## src/logic/decode_pkg.sv

```systemverilog
`default_nettype none

package decode_pkg;

    // RV32I data and address width
    localparam int xlen = 32;
    // Register index width, x0 to x31
    localparam int reg_idx_w = 5;

    // funct3 codes of the integer ALU instructions
    localparam logic [2:0] f3_add_sub = 3'b000;
    localparam logic [2:0] f3_sll     = 3'b001;
    localparam logic [2:0] f3_slt     = 3'b010;
    localparam logic [2:0] f3_sltu    = 3'b011;
    localparam logic [2:0] f3_xor     = 3'b100;
    localparam logic [2:0] f3_srl_sra = 3'b101;
    localparam logic [2:0] f3_or      = 3'b110;

    // funct3 codes of the conditional branches
    localparam logic [2:0] f3_beq  = 3'b000;
    localparam logic [2:0] f3_bne  = 3'b001;
    localparam logic [2:0] f3_blt  = 3'b100;
    localparam logic [2:0] f3_bge  = 3'b101;
    localparam logic [2:0] f3_bltu = 3'b110;
    localparam logic [2:0] f3_bgeu = 3'b111;

    // Major opcodes, instruction bits [6:0]
    typedef enum logic [6:0] {
        op     = 7'b0110011,
        op_imm = 7'b0010011,
        lui    = 7'b0110111,
        auipc  = 7'b0010111,
        jal    = 7'b1101111,
        jalr   = 7'b1100111,
        branch = 7'b1100011,
        load   = 7'b0000011,
        store  = 7'b0100011
    } opcode_e;

    // ALU operations, add is the all-zero default
    typedef enum logic [2:0] {
        alu_add = 3'd0,
        alu_sub = 3'd1,
        alu_and = 3'd2,
        alu_or  = 3'd3,
        alu_xor = 3'd4,
        alu_sll = 3'd5,
        alu_srl = 3'd6,
        alu_sra = 3'd7
    } alu_op_e;

    // Branch condition, signedness travels separately in sgn
    typedef enum logic [1:0] {
        br_eq = 2'd0,
        br_ne = 2'd1,
        br_lt = 2'd2,
        br_ge = 2'd3
    } branch_cond_e;

    typedef enum logic [1:0] {
        opa_rs1  = 2'd0,
        opa_zero = 2'd1,
        opa_pc   = 2'd2
    } opa_sel_e;

    typedef enum logic [0:0] {
        opb_rs2 = 1'b0,
        opb_imm = 1'b1
    } opb_sel_e;

    // Destination record of one downstream stage
    typedef struct packed {
        logic [reg_idx_w-1:0] dest;
        // Only looked at for EXE
        logic                 is_load;
    } fwd_src_t;

    // Control decisions for the current instruction word
    typedef struct packed {
        alu_op_e              alu_op;
        logic                 sgn;
        logic                 is_branch;
        branch_cond_e         branch_cond;
        logic                 is_load;
        logic                 is_store;
        opa_sel_e             opa_sel;
        opb_sel_e             opb_sel;
        logic                 rs1_used;
        logic                 rs2_used;
        logic [reg_idx_w-1:0] dest;
        logic                 valid;
    } ctrl_t;

    // Registered bundle handed to the execute stage
    typedef struct packed {
        logic                 valid;
        alu_op_e              alu_op;
        logic                 sgn;
        logic                 is_branch;
        branch_cond_e         branch_cond;
        logic                 is_load;
        logic [reg_idx_w-1:0] dest;
        logic [xlen-1:0]      pc;
        logic [xlen-1:0]      opr1;
        logic [xlen-1:0]      opr2;
        logic [xlen-1:0]      store_data;
    } decoded_t;

endpackage

`default_nettype wire

```

## src/logic/decode_control.sv

```systemverilog
`timescale 1ns/1ps
`default_nettype none

module decode_control
    import decode_pkg::*;
(
    input  wire logic [xlen-1:0] instr,
    output ctrl_t                ctrl
);

    opcode_e              opcode;
    logic [2:0]           funct3;
    logic [6:0]           funct7;
    logic [reg_idx_w-1:0] rd;
    logic                 shift_right;

    // Non-matching opcode values fall into the default branch below
    assign opcode      = opcode_e'(instr[6:0]);
    assign funct3      = instr[14:12];
    assign funct7      = instr[31:25];
    assign rd          = instr[11:7];
    assign shift_right = (funct3 == f3_srl_sra);

    // ALU table shared by op and op_imm
    // Sub only exists in the register form, funct7[5] picks sra in both
    function automatic alu_op_e arith_op(
        input logic [2:0] f3,
        input logic       alt,
        input logic       reg_form
    );
        alu_op_e res;
        case (f3)
            f3_add_sub:      res = (reg_form && alt) ? alu_sub : alu_add;
            f3_sll:          res = alu_sll;
            // Set-less-than is a compare done by subtraction
            f3_slt, f3_sltu: res = alu_sub;
            f3_xor:          res = alu_xor;
            f3_srl_sra:      res = alt ? alu_sra : alu_srl;
            f3_or:           res = alu_or;
            default:         res = alu_and;
        endcase
        return res;
    endfunction

    always_comb begin
        // Illegal words keep this all-zero default, valid stays low
        ctrl = '0;
        case (opcode)
            op: begin
                ctrl.alu_op   = arith_op(funct3, funct7[5], 1'b1);
                ctrl.sgn      = (funct3 == f3_slt) || (shift_right && funct7[5]);
                ctrl.opa_sel  = opa_rs1;
                ctrl.opb_sel  = opb_rs2;
                ctrl.rs1_used = 1'b1;
                ctrl.rs2_used = 1'b1;
                ctrl.dest     = rd;
                ctrl.valid    = 1'b1;
            end
            op_imm: begin
                ctrl.alu_op   = arith_op(funct3, funct7[5], 1'b0);
                ctrl.sgn      = (funct3 == f3_slt) || (shift_right && funct7[5]);
                ctrl.opa_sel  = opa_rs1;
                ctrl.opb_sel  = opb_imm;
                ctrl.rs1_used = 1'b1;
                ctrl.dest     = rd;
                ctrl.valid    = 1'b1;
            end
            // Upper immediate goes through the adder with zero on operand one
            lui: begin
                ctrl.opa_sel = opa_zero;
                ctrl.opb_sel = opb_imm;
                ctrl.dest    = rd;
                ctrl.valid   = 1'b1;
            end
            auipc, jal: begin
                ctrl.opa_sel = opa_pc;
                ctrl.opb_sel = opb_imm;
                ctrl.dest    = rd;
                ctrl.valid   = 1'b1;
            end
            jalr: begin
                ctrl.opa_sel  = opa_rs1;
                ctrl.opb_sel  = opb_imm;
                ctrl.rs1_used = 1'b1;
                ctrl.dest     = rd;
                ctrl.valid    = 1'b1;
            end
            branch: begin
                // Equality by xor, ordering by sub
                case (funct3)
                    f3_bne:           ctrl.branch_cond = br_ne;
                    f3_blt, f3_bltu:  ctrl.branch_cond = br_lt;
                    f3_bge, f3_bgeu:  ctrl.branch_cond = br_ge;
                    default:          ctrl.branch_cond = br_eq;
                endcase
                ctrl.alu_op    = funct3[2] ? alu_sub : alu_xor;
                ctrl.sgn       = (funct3 == f3_blt) || (funct3 == f3_bge);
                ctrl.is_branch = 1'b1;
                ctrl.opa_sel   = opa_rs1;
                ctrl.opb_sel   = opb_rs2;
                ctrl.rs1_used  = 1'b1;
                ctrl.rs2_used  = 1'b1;
                ctrl.valid     = 1'b1;
            end
            // Address is base plus offset
            load: begin
                ctrl.is_load  = 1'b1;
                ctrl.opa_sel  = opa_rs1;
                ctrl.opb_sel  = opb_imm;
                ctrl.rs1_used = 1'b1;
                ctrl.dest     = rd;
                ctrl.valid    = 1'b1;
            end
            store: begin
                ctrl.is_store = 1'b1;
                ctrl.opa_sel  = opa_rs1;
                ctrl.opb_sel  = opb_imm;
                ctrl.rs1_used = 1'b1;
                ctrl.rs2_used = 1'b1;
                ctrl.valid    = 1'b1;
            end
            default: begin
                ctrl.valid = 1'b0;
            end
        endcase
    end

endmodule

`default_nettype wire

```

## src/logic/decode_stage.sv

```systemverilog
`timescale 1ns/1ps
`default_nettype none

module decode_stage
    import decode_pkg::*;
(
    input  wire logic            clk_stage,
    input  wire logic            rst,
    input  wire logic            stage_en,
    input  wire logic [xlen-1:0] instr,
    input  wire logic [xlen-1:0] pc,
    input  wire logic [xlen-1:0] rf_data1,
    input  wire logic [xlen-1:0] rf_data2,
    input  wire fwd_src_t        exe_fwd,
    input  wire fwd_src_t        mem_fwd,
    input  wire fwd_src_t        wb_fwd,
    input  wire logic [xlen-1:0] exe_result,
    input  wire logic [xlen-1:0] mem_result,
    output logic [reg_idx_w-1:0] rs1,
    output logic [reg_idx_w-1:0] rs2,
    output logic                 hold,
    output decoded_t             decoded
);

    ctrl_t           ctrl;
    logic [xlen-1:0] imm;
    logic [xlen-1:0] rs1_val;
    logic [xlen-1:0] rs2_val;

    // Raw source fields go straight to the register file ports
    assign rs1 = instr[19:15];
    assign rs2 = instr[24:20];

    decode_control i_decode_control (
        .instr (instr),
        .ctrl  (ctrl)
    );

    imm_gen i_imm_gen (
        .instr (instr),
        .ctrl  (ctrl),
        .imm   (imm)
    );

    operand_forward i_operand_forward (
        .rs1        (rs1),
        .rs2        (rs2),
        .ctrl       (ctrl),
        .rf_data1   (rf_data1),
        .rf_data2   (rf_data2),
        .exe_fwd    (exe_fwd),
        .mem_fwd    (mem_fwd),
        .wb_fwd     (wb_fwd),
        .exe_result (exe_result),
        .mem_result (mem_result),
        .rs1_val    (rs1_val),
        .rs2_val    (rs2_val),
        .hold       (hold)
    );

    decode_stage_reg i_decode_stage_reg (
        .clk_stage (clk_stage),
        .rst       (rst),
        .stage_en  (stage_en),
        .hold      (hold),
        .ctrl      (ctrl),
        .imm       (imm),
        .pc        (pc),
        .rs1_val   (rs1_val),
        .rs2_val   (rs2_val),
        .decoded   (decoded)
    );

endmodule

`default_nettype wire

```

## src/logic/decode_stage_reg.sv

```systemverilog
`timescale 1ns/1ps
`default_nettype none

module decode_stage_reg
    import decode_pkg::*;
(
    input  wire logic            clk_stage,
    input  wire logic            rst,
    input  wire logic            stage_en,
    input  wire logic            hold,
    input  wire ctrl_t           ctrl,
    input  wire logic [xlen-1:0] imm,
    input  wire logic [xlen-1:0] pc,
    input  wire logic [xlen-1:0] rs1_val,
    input  wire logic [xlen-1:0] rs2_val,
    output decoded_t             decoded
);

    logic [xlen-1:0] opr1;
    logic [xlen-1:0] opr2;
    logic [xlen-1:0] store_data;
    logic            bubble;
    decoded_t        next_bundle;

    // Operand one, zero gives lui, pc gives auipc and jal
    always_comb begin
        case (ctrl.opa_sel)
            opa_zero: opr1 = '0;
            opa_pc:   opr1 = pc;
            default:  opr1 = rs1_val;
        endcase
    end

    // Operand two is rs2 only for op and branch
    assign opr2 = (ctrl.opb_sel == opb_rs2) ? rs2_val : imm;

    // Store data rides alongside the address operands
    assign store_data = ctrl.is_store ? rs2_val : '0;

    // Load-use stall and illegal word both leave an empty slot
    assign bubble = hold || !ctrl.valid;

    always_comb begin
        next_bundle.valid       = ctrl.valid;
        next_bundle.alu_op      = ctrl.alu_op;
        next_bundle.sgn         = ctrl.sgn;
        next_bundle.is_branch   = ctrl.is_branch;
        next_bundle.branch_cond = ctrl.branch_cond;
        next_bundle.is_load     = ctrl.is_load;
        next_bundle.dest        = ctrl.dest;
        next_bundle.pc          = pc;
        next_bundle.opr1        = opr1;
        next_bundle.opr2        = opr2;
        next_bundle.store_data  = store_data;
    end

    // Stage buffer toward EXE
    always_ff @(posedge clk_stage or negedge rst) begin
        if (!rst) begin
            decoded <= '0;
        end else if (stage_en) begin
            if (bubble) begin
                decoded <= '0;
            end else begin
                decoded <= next_bundle;
            end
        end
        // stage_en low keeps the buffer as it is
    end

endmodule

`default_nettype wire

```

## src/logic/imm_gen.sv

```systemverilog
`timescale 1ns/1ps
`default_nettype none

module imm_gen
    import decode_pkg::*;
(
    input  wire logic [xlen-1:0] instr,
    input  wire ctrl_t           ctrl,
    output logic [xlen-1:0]      imm
);

    opcode_e         opcode;
    logic            sign;
    logic [xlen-1:0] fmt_imm;

    assign opcode = opcode_e'(instr[6:0]);
    // All formats take their sign from bit 31
    assign sign   = instr[31];

    always_comb begin
        case (opcode)
            // I format
            op_imm, jalr, load: begin
                fmt_imm = {{20{sign}}, instr[31:20]};
            end
            // S format, low bits sit where rd would be
            store: begin
                fmt_imm = {{20{sign}}, instr[31:25], instr[11:7]};
            end
            // B format, halfword aligned offset
            branch: begin
                fmt_imm = {{19{sign}}, sign, instr[7], instr[30:25], instr[11:8], 1'b0};
            end
            // U format, upper twenty bits with zero below
            lui, auipc: begin
                fmt_imm = {instr[31:12], 12'b0};
            end
            // J format, scrambled twenty-bit offset
            jal: begin
                fmt_imm = {{11{sign}}, sign, instr[19:12], instr[20], instr[30:21], 1'b0};
            end
            // R format has no immediate
            default: begin
                fmt_imm = '0;
            end
        endcase
    end

    // Nothing leaks out for an illegal word
    assign imm = ctrl.valid ? fmt_imm : '0;

endmodule

`default_nettype wire

```

## src/logic/operand_forward.sv

```systemverilog
`timescale 1ns/1ps
`default_nettype none

module operand_forward
    import decode_pkg::*;
(
    input  wire logic [reg_idx_w-1:0] rs1,
    input  wire logic [reg_idx_w-1:0] rs2,
    input  wire ctrl_t                ctrl,
    input  wire logic [xlen-1:0]      rf_data1,
    input  wire logic [xlen-1:0]      rf_data2,
    input  wire fwd_src_t             exe_fwd,
    input  wire fwd_src_t             mem_fwd,
    input  wire fwd_src_t             wb_fwd,
    input  wire logic [xlen-1:0]      exe_result,
    input  wire logic [xlen-1:0]      mem_result,
    output logic [xlen-1:0]           rs1_val,
    output logic [xlen-1:0]           rs2_val,
    output logic                      hold
);

    // Match flags, bit 0 EXE, bit 1 MEM
    logic [1:0] hit1;
    logic [1:0] hit2;
    logic       zero1;
    logic       zero2;
    logic       stall1;
    logic       stall2;

    // Youngest producer wins
    function automatic logic [xlen-1:0] pick(
        input logic            is_zero,
        input logic [1:0]      hit,
        input logic [xlen-1:0] rf_val,
        input logic [xlen-1:0] exe_val,
        input logic [xlen-1:0] mem_val
    );
        logic [xlen-1:0] res;
        if (is_zero) begin
            res = '0;
        end else if (hit[0]) begin
            res = exe_val;
        end else if (hit[1]) begin
            res = mem_val;
        end else begin
            // WB writes the register file ahead of this read
            res = rf_val;
        end
        return res;
    endfunction

    assign zero1 = (rs1 == '0);
    assign zero2 = (rs2 == '0);

    // Index comparators against EXE and MEM
    assign hit1 = {mem_fwd.dest == rs1, exe_fwd.dest == rs1};
    assign hit2 = {mem_fwd.dest == rs2, exe_fwd.dest == rs2};

    assign rs1_val = pick(zero1, hit1, rf_data1, exe_result, mem_result);
    assign rs2_val = pick(zero2, hit2, rf_data2, exe_result, mem_result);

    // Load in EXE has no data yet, only a used nonzero source waits for it
    assign stall1 = ctrl.rs1_used && !zero1 && hit1[0] && exe_fwd.is_load;
    assign stall2 = ctrl.rs2_used && !zero2 && hit2[0] && exe_fwd.is_load;

    assign hold = stall1 || stall2;

endmodule

`default_nettype wire
```

## config.mk

```make
export PLATFORM = sky130hd
export DESIGN_NAME = decode_stage
export DESIGN_NICKNAME = d
export VERILOG_FILES = /design/src/logic/decode_pkg.sv /design/src/logic/decode_control.sv /design/src/logic/decode_stage.sv /design/src/logic/decode_stage_reg.sv /design/src/logic/imm_gen.sv /design/src/logic/operand_forward.sv
export SDC_FILE = /design/constraint.sdc
export NUM_CORES = 1
export LEC_CHECK = 0
export BUFFER_PORTS_ARGS = -buffer_cell sky130_fd_sc_hd__buf_2
export CAP_MARGIN = 10
export CORE_ASPECT_RATIO = 0.5
export CORE_UTILIZATION = 48
export DETAILED_ROUTE_END_ITERATION = 6
export PLACE_DENSITY = 0.91
export SYNTH_ARGS = -nofsm -noshare
export SYNTH_HDL_FRONTEND = slang
export SYNTH_SLANG_ARGS = --single-unit
```

## constraint.sdc

```tcl
create_clock -name clk_stage -period 2.31 [get_ports clk_stage]
set_clock_uncertainty 0.15 [all_clocks]
set_input_delay 0.3465 -clock clk_stage [delete_from_list [all_inputs] [get_ports clk_stage]]
set_output_delay 0.3465 -clock clk_stage [all_outputs]
set_load 0.02 [all_outputs]
```

# Yosys cells after proc, flatten, opt, wreduce, memory -nomap -nowiden
# Cells that the tools add are included.
op_classes:
  n_eq_ne: 22
  reduce_logical: 28
  mux: 27
ops:
  columns: ["cell", "n"]
  rows:
  - ["$mux W32", 9]
  - ["$pmux W32 S5", 1]
  - ["$mux W142", 1]
  - ["$pmux W32 S2", 1]
  - ["$pmux W3 S6", 2]
  - ["$eq A7 B6 Y1 const B", 3]
  - ["$eq A7 B7 Y1 const B", 3]
  - ["$eq A5 B5 Y1", 4]
  - ["$eq A7 B5 Y1 const B", 2]
  - ["$eq A3 B3 Y1 const B", 4]
  - ["$pmux W4 S3", 1]
  - ["$logic_not A5 Y1", 2]
  - ["$reduce_or A2 Y1", 5]
  - ["$pmux W3 S3", 1]
  - ["$reduce_or A9 Y1", 1]
  - ["$eq A7 B2 Y1 const B", 1]
  - ["$logic_and A1 B1 Y1", 7]
  - ["$mux W1", 7]
  - ["$reduce_or A7 Y1", 1]
  - ["$eq A3 B2 Y1 const B", 2]
  - ["$mux W3", 2]
  - ["$pmux W2 S3", 1]
  - ["$reduce_or A3 Y1", 2]
  - ["$reduce_or A6 Y1", 1]
  - ["other kinds (8)", 13]
word_totals:
  output_inout_bits: 153
  regBits: 142
  elab_cells: 88
  input_bits: 213

# Longest topological paths before layout
depth:
  word_depth: 9
  ltp_mapped: 11
  ltp_nobuf: 8

# Hierarchy
# From an unflattened synthesis, not the netlist that was laid out.
hier_totals:
  hier_cells: 976
  area_unflattened_um2: 9307.7
modules_own_cells:
  columns: ["module", "n_inst", "area_per_inst_um2", "cells_each", "seq_area_each_um2"]
  rows:
  - ["decode_stage_reg", 1, 5784.3, 463, 3553.4]
  - ["operand_forward", 1, 2487.4, 349, 0.0]
  - ["imm_gen", 1, 626.9, 94, 0.0]
  - ["decode_control", 1, 334.1, 60, 0.0]
  - ["decode_stage", 1, 75.1, 10, 0.0]

# Worst setup path after synthesis
# No wires, ideal clock.
synth_timing:
  path_type: "input -> register"
  start: "in instr[6]"
  end: "reg, netlist name i_decode_stage_reg.decoded[89]"
  path_slack_ps: -295
  path_stages: 11
  required_time_ps: 2034
  arrival_time_ps: 2329
  setup_ps: 126
  path_buffers: 3
  path_cell_list: "buf_2 nor2_1 nand2_1 nor2_1 clkbuf_1 nand2_1 ha_1 nand2_1 clkbuf_1 a2111oi_0 a221o_1"
synth_via:
  elab_chain_cells: 9
  elab_cells_between_ends: 31
  cone_classes: "11 x eq/ne; 6 x mux; 14 x reduce/logical"
synth_rtl:
  columns: ["element", "line", "source"]
  rows:
  - ["start: declaration", "decode_stage.sv:10", "input wire logic [xlen-1:0] instr,"]
  - ["parallel branches: the longest is 8 deep, another holds $pmux W32 S2", null, null]
  - ["$mux W142 *", "decode_stage_reg.sv:62", "if (bubble) begin"]
# Every way passes the cells marked *.
# A chain may end at the register's enable or synchronous reset.

# Final worst setup path
layout_timing:
  start: "in exe_fwd[4] (netlist bit)"
  end: "out hold"
layout_via:
  elab_chain_cells: 4
  elab_cells_between_ends: 7
  cone_classes: "2 x eq/ne; 5 x reduce/logical"
layout_rtl:
  columns: ["element", "line", "source"]
  rows:
  - ["start: declaration", "decode_stage.sv:14", "input wire fwd_src_t exe_fwd,"]
  - ["$eq A5 B5 Y1 (on tied branches)", "operand_forward.sv:56, operand_forward.sv:57", null]
  - ["$logic_and A1 B1 Y1 (on tied branches) (2 in a row)", "operand_forward.sv:63, operand_forward.sv:64", null]
  - ["$logic_or A1 B1 Y1 *", "operand_forward.sv:66", "assign hold = stall1 || stall2;"]
  - ["end: declaration", "decode_stage.sv:21", "output logic hold,"]
# Every way passes the cells marked *; elsewhere a longest branch is shown, timed or not.

==> impl_metrics.csv <==
group,metric,value,unit
setup_path,crit_cells,7,
route,drt-initial-drc-count,1175,
yosys,synth_flop_cell,"dfrtp_1",
clock_tree,cts_tree,"yes",
route,drc,0,
yosys,syn_area,8029,um^2
floorplan,start_util,0.5064,
pwr,power.share.combinational,0.173,
setup_path,cp_slowest_cell,"or4_4",
final_layout,layout_commonest_cell,"buf_2",
route,ant_nets,0,
pwr,ir_drop,0.0005923,V
clock_tree,htree_levels,4,
grt,grt_start_max_net_pins,106,
sta,grt_setup_unrepaired,"true",
yosys,synth_nets,1034,
clock_tree,clock-sinks,142,
pwr,power_frac_clock,0.443,
setup_path,cp_slowest_stage_delay,0.60,ns
setup_path,crit_family,"simple AND/OR/NAND/NOR gates",
hold_path,holdPathStages,2,
floorplan,core-area,15860,um^2
grt,grt_pass1_wl,49940,um
route,dr.pass1.iters,5,
setup_path,regToRegStartpoint,"i_decode_stage_reg.decoded[38]",
final_layout,utilization,0.7276,
pwr,p_leak,0.005895,uW
floorplan,die-area,17280,um^2
yosys,syn_avg_cell_area,9.791,um^2
placed_design,gp_routability_congestion,1.011,
yosys,synth-seq-cells,142,
yosys,seq_area_frac_synth,0.4426,
final_layout,nets,1451,
setup_path,arrival,1.78,ns
clock_tree,worstSkewPairLatency,0.42,ns
final_layout,largest_reg_flops,142,
setup_path,ff2ff_setup_slack,1.22,ns
clock_tree,cts_buffers,17,
final_layout,final_cell_mix,"buf_2, dfrtp_1, buf_4",
grt,grt_pass1_vias,8522,
setup_path,rr_endpoint,"i_decode_stage_reg.decoded[38]",
floorplan,boundaryPins,366,
pwr,p_seq_frac,0.384,
grt,overflow,0,
sta,period_minus_slack,2.274,ns
setup_path,worstSetupEndpointType,"primary output",
sta,maxSlewHeadroom,0.3472,
clock_tree,clkTransAtPathRegs,0.06,ns
sta,fin_ws,0.03605,ns
floorplan,die_x,184.9,um
setup_path,crit_path_cell_trace,"buf_2 > xnor2_2 > nand3_2 > or4_4 > buf_6 > o31ai_4 > buf_4",
pwr,power.total,6668,uW
pwr,power_density,578.0,nW/um^2
sta,slew_violations,0,
sta,worstMarginPinSlew,0.9792,ns
hold_path,hold_path_end,"i_decode_stage_reg.decoded[125]",
setup_path,worst-setup-path-type,"in -> out",
floorplan,fp-row-count,32,
final_layout,reg.largest.list,"i_decode_stage_reg.decoded (142)",
placed_design,numPortBuffers,358,
setup_path,reg2reg_depth,2,
yosys,async_flop_share,1.000,
sta,hold_viol,0,
placed_design,dpl.hpwl,25720,um
hold_path,min-delay-path-class,"in -> reg",
grt,antenna_found_initial,2,
final_layout,num-fill-cells,1189,
floorplan,fp.dieH,93.45,um
final_layout,top_register,"i_decode_stage_reg.decoded",
hold_path,min-delay-start,"pc[29]",
sta,fmax,439.8,MHz
route,wl_per_cell,23.26,um
yosys,synth_edf_count,0,
sta,setup_violations,0,
job,maxCapViolations,0,
pwr,switchingPower,1921,uW
yosys,ys_warn_count,0,
clock_tree,ctsRootBufferMaster,"clkbuf_16",
clock_tree,cts_buffer_depth,2,
placed_design,preCtsSetupSlack,-0.4792,ns
status,status,"finished, final reports clean",
sta,post-route-period-util,0.9844,
route,vias_per_cell,6.286,
setup_path,cp.required,1.81,ns
route,wirelength,34270,um
pwr,power.internal,4748,uW
grt,track_usage,0.3890,
pwr,sw_frac_of_total,0.2880,
yosys,synthCells,820,
setup_path,startpoint_type,"input port",
setup_path,worst-path-max-fanout,4,
final_layout,drive_gt1_frac,0.4488,
setup_path,timing.critical_path.buf_inv,3,
yosys,ys_types,60,
final_layout,syn_to_final_growth,43.68,%
route,vias,9260,
==> synth_stat cells (26+ instances only) <==
cell	count	area share
nor2_1	70	0.033
mux2i_1	32	0.040
a2111oi_0	32	0.035
a21oi_1	26	0.016
clkbuf_1	42	0.020
dfrtp_1	142	0.44
nand2_1	97	0.045
nor2b_1	26	0.020
o21ai_0	26	0.016
a221o_1	38	0.047
o2bb2ai_1	26	0.028
a22o_1	38	0.041
==> worst reg2reg max path, cell delays in order (launching register included) <==
cell	delay, ns
dfrtp_1	0.40
nor2b_1	0.13
a221o_1	0.29
==> per-stage QoR <==
stage	instances	instance area [um^2]	hold slack, ns	setup TNS (ns)
finish	1473	11540	0.01253	0
global route	1473	11540	0.01026	-0.008693
CTS	1471	11440	0.002324	0
detailed placement	1437	10780	0.1285	-28.48
global placement	1437	10780	0.1257	-24.66
floorplan	820	8109	-0.09909	-0.001652
==> worst max path at each step <==
stage | start | to | slack, ns
floorplan | instr[20] | i_decode_stage_reg.decoded[77] | -0.002
global placement | instr[3] | i_decode_stage_reg.decoded[91] | -0.44
detailed placement | instr[3] | i_decode_stage_reg.decoded[91] | -0.48
CTS | exe_fwd[4] | hold | 0.01
global route | instr[3] | hold | -0.008
finish | exe_fwd[4] | hold | 0.04
==> cells by family (layout without fill, tap and decap cells) <==
logic type      after synthesis  after routing  share of synthesized area
other cells                   0              2                          0
compound gates              293            293                     0.2969
buf+inv                      99            529                    0.06280
simple gates                233            233                     0.1345
xor+xnor                     20             20                    0.02182
mux                          32             32                    0.03989
fa+ha+maj                     1              1                   0.001558
flops                       142            142                     0.4426
==> power by group through the flow <==
| stage | combinational (uW) | clock [uW] | sequential (uW) |
|---|---|---|---|
| global route | 1210 | 3080 | 2560 |
| finish | 1160 | 2950 | 2560 |
| detailed placement | 1090 | 0 | 2610 |
| global placement | 1080 | 0 | 2600 |
| CTS | 1110 | 2950 | 2560 |
| floorplan | 413 | 0 | 2660 |
==> repair_timing <==
action / CTS / global route
setup endpoints to repair: 4 / 17
gates resized for setup: 6 / 19
gates cloned: 0 / 0
hold buffers: 1 / 0
buffers inserted: 1 / 0
pin swaps: 1 / 0
endpoints found under the hold margin: 36 / 0
==> per-layer routing <==
layer	global-route usage	vias to the layer above	wire, um
met1	0.5449	4506	13810
met2	0.5915	706	15590
met5	0	-	0
met3	0.09268	105	3995
li1	-	3943	-
met4	0.1260	0	873
==> area by class of cell <==
class                      count  area, um^2  area share
timing repair buffer         480        2873      0.2490
inverter                      17       65.06    0.005640
clock buffer                  18       439.2     0.03807
tap                          221       276.5     0.02397
multi-input combinational    579        4144      0.3592
antenna                        2       5.005   0.0004338
clock inverter                14       180.2     0.01562
sequential                   142        3553      0.3080
Power figures use the tool's default switching activity.
